<file path="src/include/icache_macros.svh">
`ifndef ICACHE_MACROS_SVH
`define ICACHE_MACROS_SVH

// fetch address split, word addressed
`define ICACHE_TAG_W        24
`define ICACHE_INDEX_W      2
`define ICACHE_OFFSET_W     2

// geometry
`define ICACHE_SETS         4
`define ICACHE_WAYS         2
`define ICACHE_LINE_WORDS   4
`define ICACHE_WORD_W       32

// level-two line address, same 26 bits regrouped
`define L2_INDEX_W          4
`define L2_TAG_W            22

`endif
</file>
<file path="src/rtl/l2_bus_pkg.sv">
`include "icache_macros.svh"

package l2_bus_pkg;

    typedef logic [`L2_TAG_W-1:0]   l2_tag_t;
    typedef logic [`L2_INDEX_W-1:0] l2_index_t;

    // line address toward level two
    // l2_index holds the low two L1 tag bits above the L1 set index
    typedef struct packed {
        l2_tag_t   l2_tag;
        l2_index_t l2_index;
    } l2_req_t;

    // word 0 sits in the low bits
    typedef logic [`ICACHE_LINE_WORDS-1:0][`ICACHE_WORD_W-1:0] l2_line_t;

endpackage

</file>
<file path="src/rtl/icache_types_pkg.sv">
`include "icache_macros.svh"

package icache_types_pkg;

    typedef logic [`ICACHE_TAG_W-1:0]    tag_t;
    typedef logic [`ICACHE_INDEX_W-1:0]  index_t;
    typedef logic [`ICACHE_OFFSET_W-1:0] offset_t;

    // word address from the core, 28 bits
    typedef struct packed {
        tag_t    tag;
        index_t  index;
        offset_t offset;
    } fetch_addr_t;

    typedef logic way_t;

    // one bit per set, points at the next victim way
    typedef logic [`ICACHE_SETS-1:0] lru_t;

    typedef logic [`ICACHE_WORD_W-1:0] instr_t;

    typedef enum logic [1:0] {
        st_idle     = 2'b00,
        st_compare  = 2'b01,
        st_allocate = 2'b11
    } ctrl_state_t;

endpackage

</file>
<file path="src/rtl/l1i_cache_top.sv">
module l1i_cache_top
    import icache_types_pkg::*, l2_bus_pkg::*;
(
    input  logic        clk,
    input  logic        nrst,
    input  logic        read,
    input  fetch_addr_t addr,
    input  logic        flush,
    output logic        stall,
    output instr_t      instr,
    output logic        instr_valid,
    output logic        miss,
    output logic        l2_read,
    output l2_req_t     l2_req,
    input  logic        l2_ready,
    input  l2_line_t    l2_data
);

    logic hit;
    logic refill;
    way_t way_sel;

    l1i_controller u_ctrl (
        .clk      (clk),
        .nrst     (nrst),
        .read     (read),
        .addr     (addr),
        .flush    (flush),
        .l2_ready (l2_ready),
        .stall    (stall),
        .miss     (miss),
        .hit      (hit),
        .l2_read  (l2_read),
        .l2_req   (l2_req),
        .refill   (refill),
        .way_sel  (way_sel)
    );

    l1i_data_array u_data (
        .clk      (clk),
        .nrst     (nrst),
        .index    (addr.index),
        .way_sel  (way_sel),
        .offset   (addr.offset),
        .l2_ready (l2_ready),
        .l2_data  (l2_data),
        .refill   (refill),
        .instr    (instr)
    );

    assign instr_valid = hit;   // word is valid during the hit pulse

endmodule

</file>
<file path="src/rtl/l1i_data_array.sv">
`include "icache_macros.svh"

module l1i_data_array
    import icache_types_pkg::*, l2_bus_pkg::*;
(
    input  logic     clk,
    input  logic     nrst,
    input  index_t   index,
    input  way_t     way_sel,
    input  offset_t  offset,
    input  logic     l2_ready,
    input  l2_line_t l2_data,
    input  logic     refill,
    output instr_t   instr
);

    localparam int LINES = `ICACHE_SETS * `ICACHE_WAYS;

    l2_line_t lines [0:LINES-1];
    l2_line_t line_buf;     // line held between ready and refill
    logic     line_pend;

    logic [`ICACHE_INDEX_W:0] slot;

    assign slot = {index, way_sel};

    always_ff @(posedge clk)
    begin
        if (l2_ready)
            line_buf <= l2_data;
    end

    always_ff @(posedge clk or negedge nrst)
    begin
        if (!nrst)
            line_pend <= 1'b0;
        else if (l2_ready)
            line_pend <= 1'b1;
        else if (refill)
            line_pend <= 1'b0;
    end

    always_ff @(posedge clk)
    begin
        if (refill && line_pend)
            lines[slot] <= line_buf;
    end

    // word select from the chosen way
    assign instr = lines[slot][offset];

endmodule

</file>
<file path="src/rtl/l1i_controller.sv">
`include "icache_macros.svh"

module l1i_controller
    import icache_types_pkg::*, l2_bus_pkg::*;
(
    input  logic        clk,
    input  logic        nrst,
    input  logic        read,
    input  fetch_addr_t addr,
    input  logic        flush,
    input  logic        l2_ready,
    output logic        stall,
    output logic        miss,
    output logic        hit,
    output logic        l2_read,
    output l2_req_t     l2_req,
    output logic        refill,
    output way_t        way_sel
);

    localparam int LINES = `ICACHE_SETS * `ICACHE_WAYS;

    ctrl_state_t state;
    ctrl_state_t next_state;

    tag_t               tag_arr [0:LINES-1];
    logic [LINES-1:0]   valid;
    lru_t               lru;

    way_t               way_q;
    logic               way_lock;   // way already chosen for this request
    logic               hit_q;
    logic               miss_q;
    logic               refill_q;
    logic               l2_read_q;

    logic [`ICACHE_INDEX_W:0] slot0;
    logic [`ICACHE_INDEX_W:0] slot1;
    logic [`ICACHE_INDEX_W:0] slot_w;
    logic               hit0;
    logic               hit1;
    logic               any_hit;
    way_t               victim;
    way_t               pick;

    assign slot0  = {addr.index, 1'b0};
    assign slot1  = {addr.index, 1'b1};
    assign slot_w = {addr.index, way_q};

    assign hit0    = valid[slot0] && (tag_arr[slot0] == addr.tag);
    assign hit1    = valid[slot1] && (tag_arr[slot1] == addr.tag);
    assign any_hit = hit0 || hit1;

    // empty way first, else lru
    assign victim = !valid[slot0] ? 1'b0 :
                    !valid[slot1] ? 1'b1 : lru[addr.index];
    assign pick   = hit0 ? 1'b0 : hit1 ? 1'b1 : victim;

    assign stall   = (state != st_idle);
    assign hit     = hit_q;
    assign miss    = miss_q;
    assign refill  = refill_q;
    assign l2_read = l2_read_q;
    assign way_sel = way_q;

    assign l2_req.l2_tag   = addr.tag[`ICACHE_TAG_W-1:2];
    assign l2_req.l2_index = {addr.tag[1:0], addr.index};

    always_ff @(posedge clk or negedge nrst)
    begin
        if (!nrst)
            state <= st_idle;
        else
            state <= next_state;
    end

    always_comb
    begin
        case (state)
            st_idle:     next_state = read ? st_compare : st_idle;
            st_compare:  next_state = hit_q  ? st_idle :
                                      miss_q ? st_allocate : st_compare;
            st_allocate: next_state = l2_ready ? st_compare : st_allocate;
            default:     next_state = st_idle;
        endcase
    end

    // hit/miss flag, one cycle per compare
    always_ff @(posedge clk or negedge nrst)
    begin
        if (!nrst)
        begin
            hit_q  <= 1'b0;
            miss_q <= 1'b0;
        end
        else if ((state == st_compare) && !hit_q && !miss_q)
        begin
            hit_q  <= any_hit;
            miss_q <= !any_hit;
        end
        else
        begin
            hit_q  <= 1'b0;
            miss_q <= 1'b0;
        end
    end

    // way is locked on the first compare, kept through the refill
    always_ff @(posedge clk or negedge nrst)
    begin
        if (!nrst)
        begin
            way_q    <= 1'b0;
            way_lock <= 1'b0;
        end
        else if (state == st_idle)
            way_lock <= 1'b0;
        else if ((state == st_compare) && !way_lock)
        begin
            way_q    <= pick;
            way_lock <= 1'b1;
        end
    end

    always_ff @(posedge clk or negedge nrst)
    begin
        if (!nrst)
            lru <= '0;
        else if ((state == st_compare) && hit_q)
            lru[addr.index] <= ~way_q;  // other way is next victim
    end

    always_ff @(posedge clk or negedge nrst)
    begin
        if (!nrst)
            valid <= '0;
        else if ((state == st_idle) && flush)
            valid <= '0;
        else if ((state == st_allocate) && l2_ready)
            valid[slot_w] <= 1'b1;
    end

    always_ff @(posedge clk or negedge nrst)
    begin
        if (!nrst)
        begin
            for (int i = 0; i < LINES; i++)
                tag_arr[i] <= '0;
        end
        else if ((state == st_allocate) && l2_ready)
            tag_arr[slot_w] <= addr.tag;
    end

    always_ff @(posedge clk or negedge nrst)
    begin
        if (!nrst)
        begin
            refill_q  <= 1'b0;
            l2_read_q <= 1'b0;
        end
        else
        begin
            refill_q  <= (state == st_allocate) && l2_ready;
            // drops with the ready so no second line request goes out
            l2_read_q <= (state == st_allocate) && !l2_ready;
        end
    end

endmodule

</file>
<file path="config.mk">
export PLATFORM = sky130hd
export DESIGN_NAME = l1i_cache_top
export DESIGN_NICKNAME = d
export VERILOG_FILES = /design/src/rtl/l2_bus_pkg.sv /design/src/rtl/icache_types_pkg.sv /design/src/rtl/l1i_cache_top.sv /design/src/rtl/l1i_data_array.sv /design/src/rtl/l1i_controller.sv
export VERILOG_INCLUDE_DIRS = /design/src /design/src/include
export SDC_FILE = /design/constraint.sdc
export NUM_CORES = 1
export LEC_CHECK = 0
export ABC_AREA = 1
export BUFFER_PORTS_ARGS = -buffer_cell sky130_fd_sc_hd__buf_4
export CORE_UTILIZATION = 28
export CTS_BUF_LIST = sky130_fd_sc_hd__clkbuf_4 sky130_fd_sc_hd__clkbuf_8
export DETAILED_ROUTE_END_ITERATION = 12
export HOLD_SLACK_MARGIN = 0.15
export PLACE_DENSITY_LB_ADDON = 0.12
export SETUP_SLACK_MARGIN = 0.3
export SYNTH_ARGS = -nofsm -noshare
export SYNTH_HDL_FRONTEND = slang
export SYNTH_SLANG_ARGS = --single-unit
</file>
<file path="constraint.sdc">
create_clock -name clk -period 16.63 [get_ports clk]
set_input_delay 0.8315 -clock clk [delete_from_list [all_inputs] [get_ports clk]]
set_output_delay 0.8315 -clock clk [all_outputs]
set_load 0.1 [all_outputs]
</file>
==> results by group, run 1 <==
Run status
  • Status: finished clean

Critical path
  • Setup crit start kind: input port
  • R2R setup slack: around 12000 ps
  • CP Capture Type: output port
  • Crit Path Class: input port to output port
  • Crit path launch: addr[2]
  • Req. time, crit path: between 15000 and 20000 ps
  • CP max FO: 52
  • Critical Path AT: 4950 ps
  • Reg2Reg Launch Point: u_ctrl.way_sel

Timing
  • Period utilization: between 30% and 40%
  • Final setup vio count: 0
  • Maximum clock rate: ~170 MHz
  • Fin Setup TNS: 0 ps
  • RSZ-0062 raised after global routing: no
  • Fin crit period: slightly below 6000 ps
  • Slew Limit Fails: 0
  • Worst relative slew slack: 20.55%
  • Worst Max-Slew Pin Slew: about 1200 ps
  • Hold Slack: 220.7 ps
  • Fin. Hold Viols: 0
  • Worst Skew: about 67 ps

Layout
  • Post-layout util: around 34%
  • Commonest non-fill, non-tap cells in the layout: 1162 x nand2_1, 1152 x edfxtp_1, 273 x buf_4
  • Share of post-route cells with drive strength above 1: between 10% and 20%
  • Nets: roughly 4600
  • Multi-input gate area: between 10000 and 15000 um2
  • Commonest non-fill, non-tap cell in the layout: nand2_1
  • Filler cells: 18488
  • Register area: 39920 um2
  • Layout area overhead: 19.97%

Synthesis
  • Post-Syn Area: 52360 um2
  • Top FF cell, synth: edfxtp_1
  • Sequential share of the synthesized area: around three quarters
  • Synthesized instance count: 3993
  • Synth warn: 0
  • Post-Syn Nets: ~4200
  • Synth Register Bits: ~1400
  • Unique masters post-synth: 30
  • Synth async-reset ratio: 15.60%
  • Syn avg cell area: 13.11 um2
  • Number of flops mapped to enable cells by yosys: roughly 1200

Routing
  • Post-DRT Antenna Nets: 0
  • Total number of vias: about 33000
  • Via-to-Cell Ratio: 4.630
  • Top Layer Used: met5
  • DRC Markers: 0
  • Met2 Wirelength: approximately 81000 um
  • Detailed Route WL: ~170000 um
  • DRT iter0 DRCs: 2252
  • 1st-pass router iterations: 5
  • Routed len/inst: roughly 23 um
  • M1 WL: 74490 um
  • Wire length on met3: 6000 um

Clocking
  • CTS H-tree depth: 4
  • Clock Sinks: approximately 1400
  • Clock transition at the registers of the reported paths: around 60 ps
  • Post-CTS Setup Bufs: 0
  • Clock insertion delay at the later pin of the skew report: slightly below 1000 ps
  • Post-CTS Resized: 0
  • CTS tree: done
  • CTS Buf Count: between 200 and 250
  • CTS Root Cell: clkbuf_8
  • Max Root-Sink Buffers: 3

Placement
  • Post-DP HPWL: 86600 um
  • Placer Congestion: between 0.7 and 0.8
  • Input/output buffers: roughly 220

Global route
  • Initial antenna violation count: 9
  • Largest net degree at the start of global routing: 130
  • Vias in the first global route: 33385
  • Global-route wire length before repair: about 240000 um
  • Gr ovfl total: 0
  • Total track usage: roughly 17%

Floorplan
  • Placement Rows: approximately 160
  • Die width: approximately 430 um
  • Die ar.: around 190000 um2
  • Starting Density: between 20% and 30%
  • I/O pin cnt: 223
  • Core area: 185600 um2
  • Die height: around 430 um

Min path
  • Worst hold start: addr[16]
  • Class of the worst hold path: input port to register

Power
  • Power density of the placed cells: around 130 nW/um2
  • Worst vdd ir: between 0.00006 and 0.00007 V
  • Leak pwr: about 0.023 uW

Job
  • Max Cap Violations: 0
## kinds of logic (layout without fill, tap and decap cells)
kind of cell	Yosys count	in the layout	share of synthesized area, %
compound gates	665	665	8.310
buf+inv	411	1037	3.436
other cells	0	5	0
flops	1365	1365	76.24
simple gates	1552	1552	12.01
## stage by stage
step	area (um2)	instances	power, uW	worst slack [ps]
after global placement	56680	6524	5466	10660
after global routing	62810	7101	8881	10600
after CTS	62810	7099	8597	10660
final	62820	7104	8467	10850
after floorplan	52360	3993	5017	6041
after detailed placement	56680	6524	5476	10700
## repair_timing
action	4_1_cts	5_1_grt
setup endpoints to repair	0	0
endpoints found under the hold margin	247	0
hold buffers	145	0
## final cells by class
cell class | instances | share of cell area, %
Sequential cell | 1365 | 63.55
Inverter | 181 | 1.105
Antenna cell | 5 | 0.01992
Tap cell | 2480 | 4.939
Clock inverter | 84 | 0.8684
Timing Repair Buffer | 426 | 5.810
Clock buffer | 346 | 6.584
Multi-Input combinational cell | 2217 | 17.12
## routing by layer
layer / track usage (%) / vias up
li1: - / 15292
met1: 22.82 / 16643
met2: 29.38 / 702
met3: 2.744 / 253
met4: 4.958 / 2
met5: 0 / -
## where the power goes
group	switching, uW	leakage [uW]	internal, uW
clock network	1420	0.00249	1640
registers	172	0.0132	4030
logic	840	0.00740	367
## sequential cells by signal (all words and copies together), names as in the netlist
name	flops
u_ctrl.lru	4
u_data.line_pend	1
u_ctrl.tag_arr	192
u_ctrl.miss	1
u_data.line_buf	128
u_ctrl.l2_read	1
u_ctrl.way_sel	1
u_ctrl.refill	1
u_ctrl.valid	8
u_ctrl.state	2
u_ctrl.way_lock	1
u_ctrl.hit	1
u_data.lines	1024
## cells in the mapped netlist, types with 71 or more instances
master	number	area, um2
nand2_1	1169	4388
edfxtp_1	1152	34590
o21ai_0	225	1126
dfrtp_1	213	5330
inv_1	175	656.9
nor2_1	133	499.2
nand3_1	130	650.6
a21oi_1	117	585.6
a221oi_1	107	937.2
nand4_1	102	638.1
clkbuf_1	92	345.3
buf_2	81	405.4
a22o_1	73	639.4
a22oi_1	71	533.0
## worst max-delay path: stages
cell,delay (ps)
buf_4,260
buf_4,310
inv_4,390
nand2_1,240
nor2_4,120
buf_4,700
buf_4,850
a22o_1,270
a21oi_1,40
nand4_1,120
nand2_1,50
o21ai_0,310
buf_4,360
## final timing paths
| path | to | cells after the start |
|---|---|---|
| max | instr[14] | 13 |
| min | u_ctrl.tag_arr[60] | 3 |
| max reg2reg | u_data.lines[7][107] | 8 |
| min reg2reg | u_data.line_pend | 1 |
| max in group asynchronous | u_ctrl.valid[5] | 3 |
| min in group asynchronous | u_ctrl.tag_arr[69] | 2 |
(Power assumes the default switching activity.)
==> run 2, diff against run 1 <==
==> constraint.sdc (replaced) <==
create_clock -name clk -period 5.85 [get_ports clk]
set_input_delay 0.2925 -clock clk [delete_from_list [all_inputs] [get_ports clk]]
set_output_delay 0.2925 -clock clk [all_outputs]
set_load 0.1 [all_outputs]
==> run 2 against run 1 <==
Wire length increased by 1.3%. Clock power increased to 2.8 times the previous value. Combinational power increased to 2.9 times the previous value. Die area unchanged. Total power increased to 2.8 times the previous value. Critical path type is now register to output port. Critical endpoint is now instr[23]. Largest cell class unchanged. Largest power group unchanged.
==> results by group, run 2 (synthesis gave the netlist of run 1 again) <==
Run status
  • Status: finished clean

Timing
  • Final WS setup: approximately 1400 ps
  • RSZ-0062 raised after global routing: no
  • Maximum clock rate: roughly 220 MHz
  • Worst Max-Slew Pin Slew: ~1100 ps
  • Final setup vio count: 0
  • Worst Skew: 49.09 ps
  • Period utilization: between 70% and 80%
  • Fin crit period: about 4500 ps
  • Hold Slack: 349.2 ps
  • Worst relative slew slack: 25.58%
  • Fin. Hold Viols: 0
  • Slew Limit Fails: 0
  • Fin Setup TNS: 0 ps

Critical path
  • CP Capture Type: output port
  • CP Buf/Inv Count: 6
  • Setup crit start kind: register
  • Max incr delay on CP: approximately 520 ps
  • Reg2Reg Launch Point: u_ctrl.way_sel
  • Crit path launch: u_ctrl.way_sel
  • CP max FO: 65
  • Most used cell along the critical path: buf_4
  • R2R depth: 7
  • Crit Path Class: register to output port
  • Crit path cell chain: buf_4 > inv_2 > nand2_2 > inv_4 > buf_12 > a22o_1 > inv_1 > nand4_1 > nand3_1 > nand2_1 > buf_4
  • Critical Path AT: ~4200 ps
  • Slowest CP cell: inv_4
  • Reg2reg end: u_data.lines[3][36]
  • Req. time, crit path: ~5600 ps
  • R2R setup slack: between 2000 and 3000 ps
  • CP top delay family: buffers and inverters

Routing
  • Detailed Route WL: 167400 um
  • DRT iter0 DRCs: 2085
  • 1st-pass router iterations: 5
  • Top Layer Used: met5
  • Routed len/inst: 23.06 um
  • Via-to-Cell Ratio: roughly 4.6
  • DRC Markers: 0
  • M1 WL: 73590 um
  • Met2 Wirelength: 84020 um
  • Wire length on met3: about 6500 um
  • Total number of vias: 33576
  • Post-DRT Antenna Nets: 0

Placement
  • Pre-CTS WS: about 2000 ps
  • Placer Congestion: between 0.7 and 0.8
  • Input/output buffers: 222
  • Post-DP HPWL: slightly below 90000 um

Min path
  • Worst hold start: addr[25]
  • WHS Path Cells: 4
  • Hold Path Sink: u_ctrl.tag_arr[45]
  • Class of the worst hold path: input port to register

Global route
  • Gr ovfl total: 0
  • Largest net degree at the start of global routing: around 160
  • Global-route wire length before repair: about 240000 um
  • Vias in the first global route: roughly 34000
  • Total track usage: approximately 18%
  • Initial antenna violation count: 8

Layout
  • Nets: roughly 4800
  • Largest register FFs: between 1000 and 1500
  • Commonest non-fill, non-tap cells in the layout: 1167 x nand2_1, 1152 x edfxtp_1, 304 x dlygate4sd3_1
  • Commonest non-fill, non-tap cell in the layout: nand2_1
  • Filler cells: between 15000 and 20000
  • Multi-input gate area: 10750 um2
  • Largest regs: u_data.lines x1024, u_ctrl.tag_arr x192, u_data.line_buf x128
  • Layout area overhead: 23.23%
  • Share of post-route cells with drive strength above 1: approximately 14%
  • Post-layout util: a little over a third
  • Reg with most FFs: u_data.lines
  • Register area: roughly 40000 um2

Floorplan
  • Core area: between 150000 and 200000 um2
  • Die height: between 400 and 500 um
  • Starting Density: between 20 and 30%
  • Die width: approximately 430 um
  • Placement Rows: about 160
  • I/O pin cnt: between 200 and 250
  • Die ar.: 188700 um2

Clocking
  • Post-CTS Resized: 0
  • Max Root-Sink Buffers: 3
  • CTS H-tree depth: 4
  • CTS Root Cell: clkbuf_8
  • Hold-fix buffers, CTS: between 300 and 400
  • Clock transition at the registers of the reported paths: ~60 ps
  • CTS Buf Count: between 200 and 250
  • Clock insertion delay at the later pin of the skew report: 960 ps
  • Post-CTS Setup Bufs: 0
  • CTS tree: done
  • Clock Sinks: between 1000 and 1500

Power
  • Switching pwr: 6895 uW
  • Int Power: ~17000 uW
  • Net switching fraction of the power: between 20% and 30%
  • Worst vdd ir: between 0.00015 and 0.0002 V
  • Sequential cell fraction of total power: 49.9%
  • Clk pwr share: approximately 35%
  • Power density of the placed cells: approximately 370 nW/um2
  • Leak pwr: approximately 0.024 uW
  • Gate power share: 14.8%

Job
  • Max Cap Violations: 0
-- run 2: changes by cell type in the layout (fill, tap and decap cells not counted), sizes merged --
cell and delta:
buf +7, bufinv -2, clkbuf -18, clkinv +11, clkinvlp -1, diode -1
dlygate4sd3 +159
-- run 2: worst reg2reg max path, cell delays in order, from the launching register on --
cell and delay (ps):
dfrtp_1 320, buf_4 290, inv_2 230, nor2_4 450
buf_4 360, inv_2 250, nor2_4 190, buf_4 660
-- run 2: power by group through the flow --
stage	Combinational, uW	Sequential (uW)	Clock (uW)
final	3540	11900	8470
after global routing	3960	12000	9150
after CTS	3630	11900	8770
after detailed placement	3450	12100	0
after global placement	3430	12100	0
after floorplan	2250	12000	0
-- run 2: stage by stage --
step                std cells  instance area, um2  power (uW)
finish                   7259               64530       23960
global route             7259               64530       25150
CTS                      7255               64520       24350
detailed placement       6530               56900       15580
global placement         6530               56900       15560
floorplan                3993               52390       14250
-- run 2: final cells by class --
class	instances	area share (%)
Sequential cell	1365	61.87
Inverter	181	1.070
Clock inverter	92	0.8318
Timing Repair Buffer	592	8.526
Clock buffer	328	6.220
Antenna cell	4	0.01551
Multi-Input combinational cell	2217	16.66
Tap cell	2480	4.809
-- run 2: worst max-delay path by stage --
stage          cells past startpoint                 end  slack (ps)
2_1_floorplan                      7  u_data.lines[6][0]         900
3_5_place_dp                      11           instr[11]        2050
4_1_cts                           11           instr[23]        1160
5_1_grt                           12           instr[30]        1120
6_report                          11           instr[23]        1390
3_3_place_gp                      11           instr[11]        2040
-- run 2: routing by layer --
metal,GRT usage [%],vias up
li1,-,15608
met1,22.54,16988
met2,30.70,754
met3,2.754,224
met4,4.768,2
met5,0,-
